$ cat config.mk
export PLATFORM = sky130hd
export DESIGN_NAME = gpio_subsystem
export DESIGN_NICKNAME = d
export VERILOG_FILES = /design/src/design/gpio_pkg.sv /design/src/design/axil_decoder.sv /design/src/design/gpio_out_bank.sv /design/src/design/gpio_in_bank.sv /design/src/design/gpio_subsystem.sv
export SDC_FILE = /design/constraint.sdc
export NUM_CORES = 1
export LEC_CHECK = 0
export BUFFER_PORTS_ARGS = -buffer_cell sky130_fd_sc_hd__buf_4
export CORE_UTILIZATION = 49
export DETAILED_ROUTE_END_ITERATION = 16
export PLACE_DENSITY_LB_ADDON = 0.08
export SLEW_MARGIN = 20
export SYNTH_ARGS = -nofsm -noshare
export SYNTH_HDL_FRONTEND = slang
export SYNTH_SLANG_ARGS = --single-unit
$ cat constraint.sdc
create_clock -name bus -period 7.3 [get_ports bus]
set_clock_uncertainty 0.05 [all_clocks]
set_input_delay 2.19 -clock bus [delete_from_list [all_inputs] [get_ports bus]]
set_output_delay 2.19 -clock bus [all_outputs]
set_load 0.02 [all_outputs]
$ cat src/design/gpio_pkg.sv
package gpio_pkg;

    //////////////////////////////////////////////////
    // Address map and sizes
    //////////////////////////////////////////////////

    localparam int ALEN = 16;
    localparam int DLEN = 64;

    localparam int NUM_OUT = 16;
    localparam int NUM_IN = 12;

    // Each bank is at least one data word wide, so a full read at offset 0 always fits.
    localparam int OUT_REG_SIZE = (NUM_OUT < 8) ? 8 : NUM_OUT;
    localparam int IN_REG_SIZE = (NUM_IN < 8) ? 8 : NUM_IN;

    // Address bits 15..12 pick the bank, the low 12 bits are the offset inside it.
    localparam int BANK_SEL_LSB = 12;
    localparam logic [ALEN-1:0] OFFSET_MASK = 16'h0FFF;

    //////////////////////////////////////////////////
    // Enums
    //////////////////////////////////////////////////

    typedef enum logic [1:0] {
        OKAY   = 2'b00,
        SLVERR = 2'b10,
        DECERR = 2'b11
    } resp_e;

    // Where the decoder sends the transaction currently held on a channel.
    typedef enum logic [1:0] {
        IDLE,
        TO_OUT,
        TO_IN,
        TO_ERR
    } route_e;

    //////////////////////////////////////////////////
    // AXI4-Lite channel payloads
    //////////////////////////////////////////////////

    typedef struct packed {
        logic [ALEN-1:0] awaddr;
    } axil_aw_t;

    typedef struct packed {
        logic [DLEN-1:0]   wdata;
        logic [DLEN/8-1:0] wstrb;
    } axil_w_t;

    typedef struct packed {
        resp_e bresp;
    } axil_b_t;

    typedef struct packed {
        logic [ALEN-1:0] araddr;
    } axil_ar_t;

    typedef struct packed {
        logic [DLEN-1:0] rdata;
        resp_e           rresp;
    } axil_r_t;

endpackage

$ cat src/design/axil_decoder.sv
`timescale 1ns/10ps

module axil_decoder (
    input  logic                bus,
    input  logic                rst,

    input  gpio_pkg::axil_aw_t  aw,
    input  logic                awvalid,
    output logic                awready,
    input  gpio_pkg::axil_w_t   w,
    input  logic                wvalid,
    output logic                wready,
    output gpio_pkg::axil_b_t   b,
    output logic                bvalid,
    input  logic                bready,
    input  gpio_pkg::axil_ar_t  ar,
    input  logic                arvalid,
    output logic                arready,
    output gpio_pkg::axil_r_t   r,
    output logic                rvalid,
    input  logic                rready,

    output gpio_pkg::axil_aw_t  out_aw,
    output logic                out_awvalid,
    input  logic                out_awready,
    output gpio_pkg::axil_w_t   out_w,
    output logic                out_wvalid,
    input  logic                out_wready,
    input  gpio_pkg::axil_b_t   out_b,
    input  logic                out_bvalid,
    output logic                out_bready,
    output gpio_pkg::axil_ar_t  out_ar,
    output logic                out_arvalid,
    input  logic                out_arready,
    input  gpio_pkg::axil_r_t   out_r,
    input  logic                out_rvalid,
    output logic                out_rready,

    output gpio_pkg::axil_ar_t  in_ar,
    output logic                in_arvalid,
    input  logic                in_arready,
    input  gpio_pkg::axil_r_t   in_r,
    input  logic                in_rvalid,
    output logic                in_rready
);
    gpio_pkg::route_e wr_route;
    gpio_pkg::route_e rd_route;
    logic err_bvalid;
    logic err_rvalid;

    //////////////////////////////////////////////////
    // Write channel
    //////////////////////////////////////////////////

    // The input bank has no writable state, so only bank 0 is a legal write target.
    always_ff @(posedge bus) begin
        if (rst) begin
            wr_route <= gpio_pkg::IDLE;
            err_bvalid <= 1'b0;
        end else begin
            case (wr_route)
                gpio_pkg::IDLE: begin
                    if (awvalid && wvalid) begin
                        if (aw.awaddr[gpio_pkg::ALEN-1:gpio_pkg::BANK_SEL_LSB] == '0) begin
                            wr_route <= gpio_pkg::TO_OUT;
                        end else begin
                            wr_route <= gpio_pkg::TO_ERR;
                        end
                    end
                end
                default: begin
                    if (bvalid && bready) begin
                        wr_route <= gpio_pkg::IDLE;
                    end
                end
            endcase

            if (bvalid && bready) begin
                err_bvalid <= 1'b0;
            end else if (wr_route == gpio_pkg::TO_ERR && awvalid && awready) begin
                err_bvalid <= 1'b1;
            end
        end
    end

    always_comb begin
        out_aw = '0;
        out_awvalid = 1'b0;
        out_w = '0;
        out_wvalid = 1'b0;
        out_bready = 1'b0;
        awready = 1'b0;
        wready = 1'b0;
        b = '0;
        bvalid = 1'b0;
        case (wr_route)
            gpio_pkg::TO_OUT: begin
                out_aw = aw;
                out_awvalid = awvalid;
                out_w = w;
                out_wvalid = wvalid;
                out_bready = bready;
                awready = out_awready;
                wready = out_wready;
                b = out_b;
                bvalid = out_bvalid;
            end
            gpio_pkg::TO_ERR: begin
                awready = awvalid && wvalid && !err_bvalid;
                wready = awvalid && wvalid && !err_bvalid;
                b.bresp = gpio_pkg::DECERR;
                bvalid = err_bvalid;
            end
            default: begin
            end
        endcase
    end

    //////////////////////////////////////////////////
    // Read channel
    //////////////////////////////////////////////////

    always_ff @(posedge bus) begin
        if (rst) begin
            rd_route <= gpio_pkg::IDLE;
            err_rvalid <= 1'b0;
        end else begin
            case (rd_route)
                gpio_pkg::IDLE: begin
                    if (arvalid) begin
                        case (ar.araddr[gpio_pkg::ALEN-1:gpio_pkg::BANK_SEL_LSB])
                            4'd0: rd_route <= gpio_pkg::TO_OUT;
                            4'd1: rd_route <= gpio_pkg::TO_IN;
                            default: rd_route <= gpio_pkg::TO_ERR;
                        endcase
                    end
                end
                default: begin
                    if (rvalid && rready) begin
                        rd_route <= gpio_pkg::IDLE;
                    end
                end
            endcase

            if (rvalid && rready) begin
                err_rvalid <= 1'b0;
            end else if (rd_route == gpio_pkg::TO_ERR && arvalid && arready) begin
                err_rvalid <= 1'b1;
            end
        end
    end

    always_comb begin
        out_ar = '0;
        out_arvalid = 1'b0;
        out_rready = 1'b0;
        in_ar = '0;
        in_arvalid = 1'b0;
        in_rready = 1'b0;
        arready = 1'b0;
        r = '0;
        rvalid = 1'b0;
        case (rd_route)
            gpio_pkg::TO_OUT: begin
                out_ar = ar;
                out_arvalid = arvalid;
                out_rready = rready;
                arready = out_arready;
                r = out_r;
                rvalid = out_rvalid;
            end
            gpio_pkg::TO_IN: begin
                in_ar = ar;
                in_arvalid = arvalid;
                in_rready = rready;
                arready = in_arready;
                r = in_r;
                rvalid = in_rvalid;
            end
            gpio_pkg::TO_ERR: begin
                arready = arvalid && !err_rvalid;
                r.rresp = gpio_pkg::DECERR;
                rvalid = err_rvalid;
            end
            default: begin
            end
        endcase
    end

endmodule

$ cat src/design/gpio_out_bank.sv
`timescale 1ns/10ps

module gpio_out_bank (
    input  logic                          bus,
    input  logic                          rst,
    input  gpio_pkg::axil_aw_t            aw,
    input  logic                          awvalid,
    output logic                          awready,
    input  gpio_pkg::axil_w_t             w,
    input  logic                          wvalid,
    output logic                          wready,
    output gpio_pkg::axil_b_t             b,
    output logic                          bvalid,
    input  logic                          bready,
    input  gpio_pkg::axil_ar_t            ar,
    input  logic                          arvalid,
    output logic                          arready,
    output gpio_pkg::axil_r_t             r,
    output logic                          rvalid,
    input  logic                          rready,
    output logic [gpio_pkg::NUM_OUT-1:0]  pins
);
    logic [gpio_pkg::OUT_REG_SIZE-1:0] pins_reg;

    logic [gpio_pkg::ALEN-1:0] waddr;
    logic [7:0] wstrb;
    logic [7:0] wbits;
    logic w_accept;
    logic w_fire;
    logic w_range_ok;

    logic [gpio_pkg::ALEN-1:0] raddr;
    logic [gpio_pkg::DLEN-1:0] rdata_comb;
    logic ar_accept;
    logic r_fire;
    logic r_range_ok;

    assign pins = pins_reg[gpio_pkg::NUM_OUT-1:0];

    //////////////////////////////////////////////////
    // Writes
    //////////////////////////////////////////////////

    // No new write is taken while a response is still waiting for bready.
    assign w_accept = awvalid && wvalid && !awready && !bvalid;
    assign w_fire = awvalid && awready && wvalid && wready;
    assign w_range_ok = (32'(waddr) + 8) <= gpio_pkg::OUT_REG_SIZE;

    always_ff @(posedge bus) begin
        if (w_accept) begin
            waddr <= aw.awaddr & gpio_pkg::OFFSET_MASK;
            wstrb <= w.wstrb;
            for (int i = 0; i < 8; i++) begin
                wbits[i] <= w.wdata[8*i];
            end
        end
        if (w_fire) begin
            b.bresp <= w_range_ok ? gpio_pkg::OKAY : gpio_pkg::SLVERR;
        end
    end

    always_ff @(posedge bus) begin
        if (rst) begin
            awready <= 1'b0;
            wready <= 1'b0;
            bvalid <= 1'b0;
            pins_reg <= '0;
        end else begin
            awready <= w_accept;
            wready <= w_accept;
            if (bvalid && bready) begin
                bvalid <= 1'b0;
            end else if (w_fire) begin
                bvalid <= 1'b1;
                // Pins move on the same edge that raises bvalid.
                if (w_range_ok) begin
                    for (int i = 0; i < 8; i++) begin
                        if (wstrb[i]) begin
                            pins_reg[waddr + i] <= wbits[i];
                        end
                    end
                end
            end
        end
    end

    //////////////////////////////////////////////////
    // Reads
    //////////////////////////////////////////////////

    assign raddr = ar.araddr & gpio_pkg::OFFSET_MASK;
    assign r_range_ok = (32'(raddr) + 8) <= gpio_pkg::OUT_REG_SIZE;
    assign ar_accept = arvalid && !arready && !rvalid;
    assign r_fire = arvalid && arready;

    // One pin per byte, in bit 0 of the lane.
    always_comb begin
        rdata_comb = '0;
        if (r_range_ok) begin
            for (int i = 0; i < 8; i++) begin
                rdata_comb[8*i] = pins_reg[raddr + i];
            end
        end
    end

    always_ff @(posedge bus) begin
        if (r_fire) begin
            r.rdata <= rdata_comb;
            r.rresp <= r_range_ok ? gpio_pkg::OKAY : gpio_pkg::SLVERR;
        end
    end

    always_ff @(posedge bus) begin
        if (rst) begin
            arready <= 1'b0;
            rvalid <= 1'b0;
        end else begin
            arready <= ar_accept;
            if (rvalid && rready) begin
                rvalid <= 1'b0;
            end else if (r_fire) begin
                rvalid <= 1'b1;
            end
        end
    end

endmodule

$ cat src/design/gpio_in_bank.sv
`timescale 1ns/10ps

module gpio_in_bank (
    input  logic                         bus,
    input  logic                         rst,
    input  gpio_pkg::axil_ar_t           ar,
    input  logic                         arvalid,
    output logic                         arready,
    output gpio_pkg::axil_r_t            r,
    output logic                         rvalid,
    input  logic                         rready,
    input  logic [gpio_pkg::NUM_IN-1:0]  pins
);
    logic [gpio_pkg::NUM_IN-1:0] sync_q1;
    logic [gpio_pkg::NUM_IN-1:0] sync_q2;
    logic [gpio_pkg::IN_REG_SIZE-1:0] sampled;

    logic [gpio_pkg::ALEN-1:0] raddr;
    logic [gpio_pkg::DLEN-1:0] rdata_comb;
    logic ar_accept;
    logic r_fire;
    logic r_range_ok;

    //////////////////////////////////////////////////
    // Input synchronizer
    //////////////////////////////////////////////////

    // The pins are asynchronous to the bus clock. Two flops settle them before sampling.
    always_ff @(posedge bus) begin
        if (rst) begin
            sync_q1 <= '0;
            sync_q2 <= '0;
            sampled <= '0;
        end else begin
            sync_q1 <= pins;
            sync_q2 <= sync_q1;
            sampled <= gpio_pkg::IN_REG_SIZE'(sync_q2);
        end
    end

    //////////////////////////////////////////////////
    // Reads
    //////////////////////////////////////////////////

    assign raddr = ar.araddr & gpio_pkg::OFFSET_MASK;
    assign r_range_ok = (32'(raddr) + 8) <= gpio_pkg::IN_REG_SIZE;
    assign ar_accept = arvalid && !arready && !rvalid;
    assign r_fire = arvalid && arready;

    always_comb begin
        rdata_comb = '0;
        if (r_range_ok) begin
            for (int i = 0; i < 8; i++) begin
                rdata_comb[8*i] = sampled[raddr + i];
            end
        end
    end

    always_ff @(posedge bus) begin
        if (r_fire) begin
            r.rdata <= rdata_comb;
            r.rresp <= r_range_ok ? gpio_pkg::OKAY : gpio_pkg::SLVERR;
        end
    end

    always_ff @(posedge bus) begin
        if (rst) begin
            arready <= 1'b0;
            rvalid <= 1'b0;
        end else begin
            arready <= ar_accept;
            if (rvalid && rready) begin
                rvalid <= 1'b0;
            end else if (r_fire) begin
                rvalid <= 1'b1;
            end
        end
    end

endmodule

$ cat src/design/gpio_subsystem.sv
`timescale 1ns/10ps

module gpio_subsystem (
    input  logic                          bus,
    input  logic                          rst,
    input  gpio_pkg::axil_aw_t            aw,
    input  logic                          awvalid,
    output logic                          awready,
    input  gpio_pkg::axil_w_t             w,
    input  logic                          wvalid,
    output logic                          wready,
    output gpio_pkg::axil_b_t             b,
    output logic                          bvalid,
    input  logic                          bready,
    input  gpio_pkg::axil_ar_t            ar,
    input  logic                          arvalid,
    output logic                          arready,
    output gpio_pkg::axil_r_t             r,
    output logic                          rvalid,
    input  logic                          rready,
    input  logic [gpio_pkg::NUM_IN-1:0]   pins_in,
    output logic [gpio_pkg::NUM_OUT-1:0]  pins_out
);
    gpio_pkg::axil_aw_t out_aw;
    gpio_pkg::axil_w_t  out_w;
    gpio_pkg::axil_b_t  out_b;
    gpio_pkg::axil_ar_t out_ar;
    gpio_pkg::axil_r_t  out_r;
    logic out_awvalid;
    logic out_awready;
    logic out_wvalid;
    logic out_wready;
    logic out_bvalid;
    logic out_bready;
    logic out_arvalid;
    logic out_arready;
    logic out_rvalid;
    logic out_rready;

    gpio_pkg::axil_ar_t in_ar;
    gpio_pkg::axil_r_t  in_r;
    logic in_arvalid;
    logic in_arready;
    logic in_rvalid;
    logic in_rready;

    axil_decoder i_decoder (
        .bus         (bus),
        .rst         (rst),
        .aw          (aw),
        .awvalid     (awvalid),
        .awready     (awready),
        .w           (w),
        .wvalid      (wvalid),
        .wready      (wready),
        .b           (b),
        .bvalid      (bvalid),
        .bready      (bready),
        .ar          (ar),
        .arvalid     (arvalid),
        .arready     (arready),
        .r           (r),
        .rvalid      (rvalid),
        .rready      (rready),
        .out_aw      (out_aw),
        .out_awvalid (out_awvalid),
        .out_awready (out_awready),
        .out_w       (out_w),
        .out_wvalid  (out_wvalid),
        .out_wready  (out_wready),
        .out_b       (out_b),
        .out_bvalid  (out_bvalid),
        .out_bready  (out_bready),
        .out_ar      (out_ar),
        .out_arvalid (out_arvalid),
        .out_arready (out_arready),
        .out_r       (out_r),
        .out_rvalid  (out_rvalid),
        .out_rready  (out_rready),
        .in_ar       (in_ar),
        .in_arvalid  (in_arvalid),
        .in_arready  (in_arready),
        .in_r        (in_r),
        .in_rvalid   (in_rvalid),
        .in_rready   (in_rready)
    );

    gpio_out_bank i_out (
        .bus     (bus),
        .rst     (rst),
        .aw      (out_aw),
        .awvalid (out_awvalid),
        .awready (out_awready),
        .w       (out_w),
        .wvalid  (out_wvalid),
        .wready  (out_wready),
        .b       (out_b),
        .bvalid  (out_bvalid),
        .bready  (out_bready),
        .ar      (out_ar),
        .arvalid (out_arvalid),
        .arready (out_arready),
        .r       (out_r),
        .rvalid  (out_rvalid),
        .rready  (out_rready),
        .pins    (pins_out)
    );

    gpio_in_bank i_in (
        .bus     (bus),
        .rst     (rst),
        .ar      (in_ar),
        .arvalid (in_arvalid),
        .arready (in_arready),
        .r       (in_r),
        .rvalid  (in_rvalid),
        .rready  (in_rready),
        .pins    (pins_in)
    );

endmodule

Word-level counts from Yosys, hierarchy flattened. Index checks and enable logic that the tools add are counted.

Add/sub/neg operators: 24. $lt $le $gt $ge: 35. Equality and inequality tests: 8. Mux-type cells: 119. Bitwise gates (word level): 1. Reduce and logical (&&, ||, !) cells: 54.

Operators by type and width (count): $lt A32 B5 Y1 const B (21); $mux W16 (36); $ge A32 B1 Y1 const B (7); $add A12 B3 Y13 const B (12); $bwmux W16 (8); $pmux W57 S2 (1); $add A12 B2 Y13 const B (6); $bmux W1 S4 (16); $le A32 B5 Y1 const B (2); $add A12 B1 Y13 const B (3); $add A12 B4 Y13 const B (3); $lt A12 B5 Y1 const B (3); $demux W1 S4 (8); $le A32 B4 Y1 const B (1); $logic_and A1 B1 Y1 (32); $mux W1 (31); $mux W12 (2); $mux W2 (10); $ge A12 B1 Y1 const B (1); $reduce_or A2 Y1 (5); $logic_not A1 Y1 (8); $logic_not A4 Y1 (2); $pmux W2 S2 (2); $eq A2 B2 Y1 const B (3); 12 further kinds (18).

Flip-flop bits (word level): 114. Word-level logic and storage cells: 263.

Longest topological paths before layout. Gate-level depths: netlist of the first run.

Word-level depth: 48. Gate-level depth with buffers: 15. Depth with buffers taken out: 13.

By module. Synthesis of the first run repeated with hierarchy kept, for this count alone.

Cell total of the unflattened synthesis: 1492. Area total of the unflattened synthesis: 12291.8 um^2.

By module, submodules not included: gpio_out_bank (times used 1, cells each 901, area an instance 7375.8 um^2, seq. area each 1541.5 um^2); gpio_in_bank (times used 1, cells each 240, area an instance 2573.7 um^2, seq. area each 1031.0 um^2); axil_decoder (times used 1, cells each 351, area an instance 2342.2 um^2, seq. area each 120.1 um^2).

Worst setup path before layout of the first run. OpenSTA, ideal clock, no wires.

Kind: in2reg. From: in awvalid. To: reg i_out.waddr[0] in the netlist's numbering (enable). Setup time: 0.496 ns. Arrival: 5.286 ns. Required time: 6.754 ns. Slack: 1.468 ns. Stages: 2. Buffers on the path: 0. Cell sequence: nand2_1 -> nor4b_1.

Word-level cells in the longest chain between the ends: 4.

Ends and longest elaborated chain: start, declared (RTL line gpio_subsystem.sv:7) `input logic awvalid,`; $mux W1 (RTL line axil_decoder.sv:96) `case (wr_route)`; $logic_and A1 B1 Y1 (3 in series) (RTL line gpio_out_bank.sv:45) `assign w_accept = awvalid && wvalid && !awready && !bvalid;`; net i_out.w_accept (RTL line gpio_out_bank.sv:28) `logic w_accept;`; end signal, assigned (RTL line gpio_out_bank.sv:51) `waddr <= aw.awaddr & gpio_pkg::OFFSET_MASK;`; end, declared (RTL line gpio_out_bank.sv:25) `logic [gpio_pkg::ALEN-1:0] waddr;`.

The timed path passes the listed nets, and every way through them passes these cells. A chain may end at the register's enable or synchronous reset.

Final worst setup path of the first run.
From: in arvalid. To: out arready.

Word-level cells in the longest chain between the ends: 2.

Ends and longest elaborated chain: start, declared (RTL line gpio_subsystem.sv:16) `input logic arvalid,`; $logic_and A1 B1 Y1 (RTL line axil_decoder.sv:181) `arready = arvalid && !err_rvalid;`; $pmux W1 S3 (RTL line axil_decoder.sv:163) `case (rd_route)`; end, declared (RTL line gpio_subsystem.sv:17) `output logic arready,`.

Every way passes these cells.

==> metrics, run 1 <==
Critical Path Max Stage Delay approximately 0.23 ns; crit end category output pin; detailed-route via count approximately 9.8k; Clock transition at path regs ~0.09 ns; FP Rows 52; design area about 11000 um2; CTS root buf clkbuf_16; WS Path Type in -> out; Final Util a little over half; postcts setup bufs 0; CP Data Arrival Time a little under 3 ns; vias per cell ~6.4; post-synthesis register bit count 111; All-Layer GR Usage 31.4%; FMAX just under 200 MHz; htree depth 3; First-pass DRT Iterations 7; mux cell area share after synthesis between 10% and 20%; status completed; Worst-Margin Slew 1.17 ns; RePlAce Congestion approximately 0.96; count of cell types in the netlist 93; CP required 5.06 ns; Period minus WS final a little over 5 ns; total CTS buffers 9; startpoint types input pin; DRC viols 0; Post-Route WL 33400 um; Pwr Density ~130 nW/um2; # diodes 0; Placed Instances ~1.5k; post_cts resized 0; worst vdd ir between 0.1 and 0.15 mV; GR Overflow Total 0; Primary FF master, synth dfxtp_1; die area between 20000 and 25000 um2; Slew headroom 22.1%; final worst-path cycle share a little over 70%; WL met1 between 15000 and 20000 um; EDFF count, synth 47; IO Pins between 200 and 250; Ys Warns 0; largest net degree at the start of global routing between 60 and 70; Post-Syn Area per Cell roughly 8.3 um2; Syn-to-layout area delta 8.59%; die span in y about 150 um; worst-path maximum fanout 7; fin cells about 1.5k; area leader, netlist edfxtp_1; layout cells sized above 1 14.4%; Final TNS setup 0 ns; met3 wire length approximately 2900 um; RSZ-0062 raised after global routing no; Post-CTS Hold Fix Bufs 0; Post-Synth Simple-Gate Area roughly 26%; ranking of synthesized cells by area edfxtp_1 (14%), dfxtp_1 (13%), mux2i_1 (5.2%); final setup violation count 0; # fillers approximately 2k; Compound-Gate Fraction of Synth Area 22.3%; first-pass GRT wire length 52100 um; Synth Instances 1234; Starting DRT DRC Count roughly 1.2k; clk_lat worst skew 0.36 ns; CP max stage cell a221oi_1; Yosys top cell area share 13.8%; core area a little over 20000 um2; class of the worst hold path reg -> reg; placed instance area 10800 um2; CP cell instances buf_4, nand2_1, nor2_1, a221oi_1, nor2_1, buf_4; initial antenna violation count 0; Sink Count about 110; top-count cell post-synth nor2_1; register area share after synthesis about a quarter; vias in the first global route 8903; async set or reset register ratio after synthesis 0%; Top Metal Used met4; TritonCTS clock tree yes; Final nets 1424; detailed placer's ending HPWL 24600 um; wire length on met2 14400 um; largest family of logic cells by synthesized area simple AND/OR/NAND/NOR gates; adder-cell share of the synthesized area about 4%; leakage roughly 4.1 nW; Largest register FFs 16; Final Max Tran Viols 0; final hold violation count 0; Post-DRT Antenna Nets 0; Max-cap violations 0; Die W 146 um; wire per inst approximately 22 um; xor and xnor area share after synthesis 2.58%; number of port buffers 99; synth cell count leaders nor2_1 (117), nand2_1 (111), buf_4 (64), dfxtp_1 (64), nor2b_1 (63); Clock Path Buffers 2; Starting Density between 50% and 60%; Synth Cell Area 10200 um2
==> stage by stage <==
step | worst slack, ns | hold WS (ns) | power (mW)
after floorplan | 1.47 | 0.364 | 0.905
after global placement | 2.16 | 0.368 | 0.957
after detailed placement | 2.16 | 0.370 | 0.960
after CTS | 2.15 | 0.383 | 1.49
after global routing | 2.08 | 0.401 | 1.55
final | 2.14 | 0.383 | 1.49
==> cell usage in the layout (no fill, tap or decap), drive strengths merged, types with 7 or more instances in the layout <==
| cell | synthesis | final |
|---|---|---|
| nor2 | 118 | 118 |
| nand2 | 111 | 111 |
| buf | 94 | 108 |
| dfxtp | 64 | 64 |
| nor2b | 63 | 63 |
| conb | 1 | 56 |
| mux2i | 53 | 53 |
| a21oi | 50 | 50 |
| o21ai | 50 | 50 |
| and2 | 48 | 48 |
| edfxtp | 47 | 47 |
| nand3 | 35 | 35 |
| nor3 | 32 | 32 |
| ha | 32 | 32 |
| inv | 23 | 28 |
| xnor2 | 23 | 23 |
| a211oi | 23 | 23 |
| and3 | 20 | 20 |
| a22oi | 19 | 19 |
| nand4 | 19 | 19 |
| mux4 | 18 | 18 |
| a31oi | 15 | 15 |
| nor4 | 15 | 15 |
| nand2b | 12 | 12 |
| a32oi | 11 | 11 |
| o22ai | 10 | 10 |
| o221ai | 10 | 10 |
| o21a | 9 | 9 |
| a211o | 9 | 9 |
| clkbuf | 45 | 9 |
| mux2 | 9 | 9 |
| o311ai | 9 | 9 |
| or2 | 8 | 8 |
| o31ai | 7 | 7 |
| xor2 | 7 | 7 |
| a32o | 7 | 7 |
| a22o | 7 | 7 |
==> worst max-delay path, delay by kind of cell <==
family / cells / cell delay (ns)
and+or+nand+nor: 3 / 0.20
AOI/OAI and AO/OA: 1 / 0.23
buffers and inverters: 2 / 0.30
==> power breakdown <==
group          total, mW  switching (mW)  leakage (nW)  internal, mW
registers          0.678          0.0170         0.949         0.661
logic              0.272           0.170          3.01         0.102
clock network      0.537           0.285         0.153         0.252
total               1.49           0.472          4.11          1.02
==> final timing paths <==
path / slack (ns) / start / depth (start not counted) / endpoint
worst max-delay path: 2.14 / arvalid / 6 / arready
worst min-delay path: 0.38 / i_in.sync_q1[6] / 1 / i_in.sync_q2[6]
worst max register to register: 2.49 / i_out.waddr[4] / 9 / i_out.pins[8]
worst min register to register: 0.38 / i_in.sync_q1[6] / 1 / i_in.sync_q2[6]
==> metal layers <==
layer	vias to the layer above	GRT usage [%]
met2	540	46.9
met4	0	11.0
met1	4710	45.5
li1	4541	-
met3	55	5.44
met5	-	0
==> final cells by class <==
cell class	count	area, um2	area share, %
clock buffer	9	225	2.03
clock inverter	7	91.3	0.825
inverter	27	101	0.916
multi-input combinational	1012	6810	61.5
sequential	111	2690	24.3
tap	270	338	3.05
timing repair buffer	108	811	7.32
==> kinds of logic (layout without fill, tap and decap cells) <==
kind of cell	Yosys count	count (layout)
buffers and inverters	166	151
XOR/XNOR	30	30
other	1	56
flip-flops	111	111
adder cells (fa/ha/maj)	32	32
AND/OR/NAND/NOR	509	509
AO/OA/AOI/OAI	305	305
multiplexers	80	80
(Power assumes the default switching activity.)
==> run 2, diff against run 1 <==
==> constraint.sdc (replaced) <==
create_clock -name bus -period 4.85 [get_ports bus]
set_clock_uncertainty 0.05 [all_clocks]
set_input_delay 1.455 -clock bus [delete_from_list [all_inputs] [get_ports bus]]
set_output_delay 1.455 -clock bus [all_outputs]
set_load 0.02 [all_outputs]
==> metrics, run 2 (synthesized netlist as in run 1, its figures left out) <==
status completed; CP max stage cell edfxtp_1; Critical Path Max Stage Delay 0.68 ns; Clock Path Buffers 2; crit end category flop; Clock transition at path regs around 0.080 ns; CP delay by family, top compound AO/OA/AOI/OAI gates; leakage roughly 4.3 nW; Post-Place Worst Slack 0.682 ns; Starting DRT DRC Count 1319; Post-CTS Hold Fix Bufs 0; design area 11300 um2; Syn-to-layout area delta 10.9%; final setup violation count 0; first-pass GRT wire length between 50000 and 60000 um; initial antenna violation count 0; detailed placer's ending HPWL around 25000 um; Post-Route WL 33300 um; commonest non-fill, non-tap cell in the layout buf_4; # diodes 0; startpoint types flop; Worst R2R Setup Slack between 0.8 and 0.9 ns; Post-DRT Antenna Nets 0; CP required roughly 5.1 ns; Max-cap violations 0; final worst-path cycle share 83.3%; final hold violation count 0; Final Max Tran Viols 0; die span in y between 100 and 150 um; First-pass DRT Iterations 6; Largest register FFs 16; vias in the first global route around 9k; Final nets ~1.5k; Slew headroom 50.7%; Placed Instances roughly 1.6k; WS Path Type reg -> reg; class of the worst hold path reg -> reg; CP cell instances buf_4, nor2b_1, nand2_1, a211oi_1, o311a_1, nand3_1, a22o_1, a211o_1, a21o_1, and3_1; worst-path maximum fanout 17; Die W ~150 um; placed instance area roughly 11000 um2; commonest cells after routing, fill and taps aside buf_4 (138), nor2_1 (117), nand2_1 (111), dfxtp_1 (64), nor2b_1 (62); Sink Count roughly 110; Worst-Margin Slew 0.740 ns; Starting Density about half; number of port buffers 99; vias per cell approximately 6.3; worst hold margin roughly 0.39 ns; Final TNS setup 0 ns; fin cells roughly 1.6k; RSZ-0062 raised after global routing no; DRC viols 0; FMAX about 250 MHz; total CTS buffers 9; worst vdd ir ~0.19 mV; worst setup margin between 0.8 and 0.9 ns; layout cells sized above 1 roughly 16%; wire per inst roughly 21 um; All-Layer GR Usage between 30 and 40%; clk_lat worst skew between 0.3 and 0.4 ns; postcts setup bufs 0; htree depth 3; detailed-route via count 9908; CP Data Arrival Time 4.25 ns; CTS root buf clkbuf_16; core area approximately 20000 um2; Period minus WS final 4.04 ns; Pwr Density about 200 nW/um2; TritonCTS clock tree yes; largest net degree at the start of global routing 63; RePlAce Congestion about 1; IO Pins roughly 210; post_cts resized 0; die area around 21000 um2; CP Buf/Inv Count 1; FP Rows 52; GR Overflow Total 0
==> run 2: changes by cell type in the layout (fill, tap and decap cells not counted), sizes merged <==
cell / before / now
buf: 108 / 138
==> run 2: worst paths after layout <==
path / startpoint / end / cells past startpoint
min: i_in.sync_q2[2] / i_in.sampled[2] / 1
min reg2reg: i_in.sync_q2[2] / i_in.sampled[2] / 1
max: i_out.waddr[2] / i_out.pins[0] / 10
max reg2reg: i_out.waddr[2] / i_out.pins[0] / 10
==> run 2: routing by layer <==
metal | GRT usage, % | vias to the layer above | routed length [um]
met1 | 44.9 | 4689 | 15000
met2 | 45.8 | 538 | 14300
met3 | 5.97 | 63 | 2950
li1 | - | 4618 | -
met5 | 0 | - | 0
met4 | 11.5 | 0 | 1040
==> run 2: layout make-up <==
type                            instances  area (um2)
Fill cell                            1936        9000
Multi-Input combinational cell       1012        6820
Sequential cell                       111        2690
Timing Repair Buffer                  138        1040
Tap cell                              270         338
Clock buffer                            9         225
Inverter                               27         101
Clock inverter                          7        91.3
==> run 2: through the flow <==
step / utilization [%] / power, mW
4_1_cts: 55.7 / 2.25
6_report: 55.7 / 2.23
3_5_place_dp: 54.1 / 1.45
3_3_place_gp: 54.1 / 1.45
2_1_floorplan: - / 1.36
5_1_grt: 55.7 / 2.32
==> run 2: power by group <==
part	total, mW	internal [mW]	leakage, nW	switching (mW)
sequential	1.02	0.995	0.949	0.0242
combinational	0.421	0.161	3.16	0.260
clock	0.793	0.378	0.153	0.414
total	2.23	1.53	4.26	0.699
==> run 2: worst reg2reg max path: stages, from the launching register on <==
cell      delay [ns]
edfxtp_1        0.68
buf_4           0.34
nor2b_1         0.46
nand2_1         0.37
a211oi_1        0.34
o311a_1         0.30
nand3_1         0.39
a22o_1          0.39
a211o_1         0.27
a21o_1          0.17
and3_1          0.17
==> run 3, diff against run 2 <==
==> constraint.sdc (replaced) <==
create_clock -name bus -period 4 [get_ports bus]
set_clock_uncertainty 0.05 [all_clocks]
set_input_delay 1.2 -clock bus [delete_from_list [all_inputs] [get_ports bus]]
set_output_delay 1.2 -clock bus [all_outputs]
set_load 0.02 [all_outputs]
==> metrics, run 3 (synthesized netlist as in run 1, its figures left out) <==
CP max stage cell or4_1; Pwr Density between 200 and 250 nW/um2; CTS root buf clkbuf_16; CP cell instances buf_12, ha_1, a21oi_2, mux2i_1, o2111ai_1, or4_1, nor2_1, o2bb2ai_1, o21ai_1, a221oi_1, or2_1; layout cells sized above 1 approximately 18%; TritonCTS clock tree yes; WP depth 11; Worst-Margin Slew about 0.73 ns; GR Overflow Total 0; final worst-path cycle share between 90 and 100%; number of port buffers roughly 100; status completed; IO Pins 212; Worst R2R Setup Slack 0.29 ns; All-Layer GR Usage 31.6%; Critical Path Max Stage Delay approximately 0.60 ns; total CTS buffers 9; hold path cells 1; postcts setup bufs 0; detailed placer's ending HPWL between 20000 and 30000 um; core area about 20000 um2; commonest non-fill, non-tap cell in the layout buf_4; worst vdd ir about 0.24 mV; wire per inst 21.1 um; vias in the first global route 9207; clk_lat worst skew roughly 0.37 ns; Starting Density 50.2%; largest net degree at the start of global routing 63; Post-Route WL around 34000 um; detailed-route via count between 10k and 15k; Final Max Tran Viols 0; post_cts resized 0; worst-path maximum fanout 26; First-pass DRT Iterations 6; CP Data Arrival Time between 3 and 4 ns; Die W around 150 um; Max-cap violations 0; RePlAce Congestion 1.03; Slew headroom between 50% and 60%; Final nets around 1.5k; Largest register FFs 16; CP required 4.26 ns; initial antenna violation count 0; Post-DRT Antenna Nets 0; WS Path Type reg -> reg; met3 wire length 3200 um; vias per cell approximately 6.3; final hold violation count 0; class of the worst hold path reg -> reg; # diodes 0; htree depth 3; Final TNS setup 0 ns; die span in y 146 um; WL met1 around 15000 um; # fillers between 1.5k and 2k; Syn-to-layout area delta 12.9%; FP Rows 52; wire length on met2 approximately 14000 um; FMAX 270 MHz; Sink Count about 110; CP delay by family, top compound AO/OA/AOI/OAI gates; leakage 4.39 nW; first-pass GRT wire length 52400 um; CP Buf/Inv Count 1; Period minus WS final 3.71 ns; Total Power roughly 2.7 mW; commonest cells after routing, fill and taps aside buf_4 (162), nor2_1 (117), nand2_1 (111), dfxtp_1 (64), nor2b_1 (62); crit end category flop; Worst R2R Path Depth 11; Clock Path Buffers 2; RSZ-0062 raised after global routing no; Starting DRT DRC Count approximately 1.2k; Clock transition at path regs approximately 0.090 ns; startpoint types flop; Post-CTS Hold Fix Bufs 0; Final Util ~57%; die area approximately 21000 um2; Top Metal Used met4; final setup violation count 0; DRC viols 0
-- run 3: cell types whose count changed in the layout (fill, tap and decap cells not counted), sizes merged --
cell / change
inv: +1
clkinv: -1
buf: +25
-- run 3: layout make-up --
class | count | area (um2) | area share (%)
clock inverter | 7 | 97.6 | 0.848
timing repair buffer | 163 | 1240 | 10.7
sequential | 111 | 2690 | 23.4
inverter | 27 | 101 | 0.881
multi-input combinational | 1012 | 6820 | 59.2
tap | 270 | 338 | 2.94
clock buffer | 9 | 225 | 1.96
-- run 3: metal layers --
metal / vias up / track usage [%]
met5: - / 0
met4: 0 / 10.8
met3: 67 / 5.56
met2: 574 / 47.7
met1: 4743 / 45.3
li1: 4649 / -
-- run 3: final timing paths --
check / from / endpoint
setup / recovery: i_out.waddr[2] / i_out.pins[15]
hold / removal: i_in.sync_q2[5] / i_in.sampled[5]
setup reg to reg: i_out.waddr[2] / i_out.pins[15]
hold reg to reg: i_in.sync_q2[5] / i_in.sampled[5]
-- run 3: power by group --
group	switching [mW]	internal, mW
sequential	0.0273	1.21
clock	0.508	0.467
combinational	0.320	0.203
-- run 3: stage by stage --
stage / hold WS, ns / instances / setup WS, ns / cell area, um2
2_1_floorplan: 0.364 / 1289 / 0.444 / 10400
3_3_place_gp: 0.368 / 1583 / 0.341 / 11200
3_5_place_dp: 0.372 / 1583 / 0.312 / 11200
4_1_cts: 0.384 / 1599 / 0.418 / 11500
5_1_grt: 0.396 / 1599 / 0.0305 / 11500
6_report: 0.380 / 1599 / 0.294 / 11500
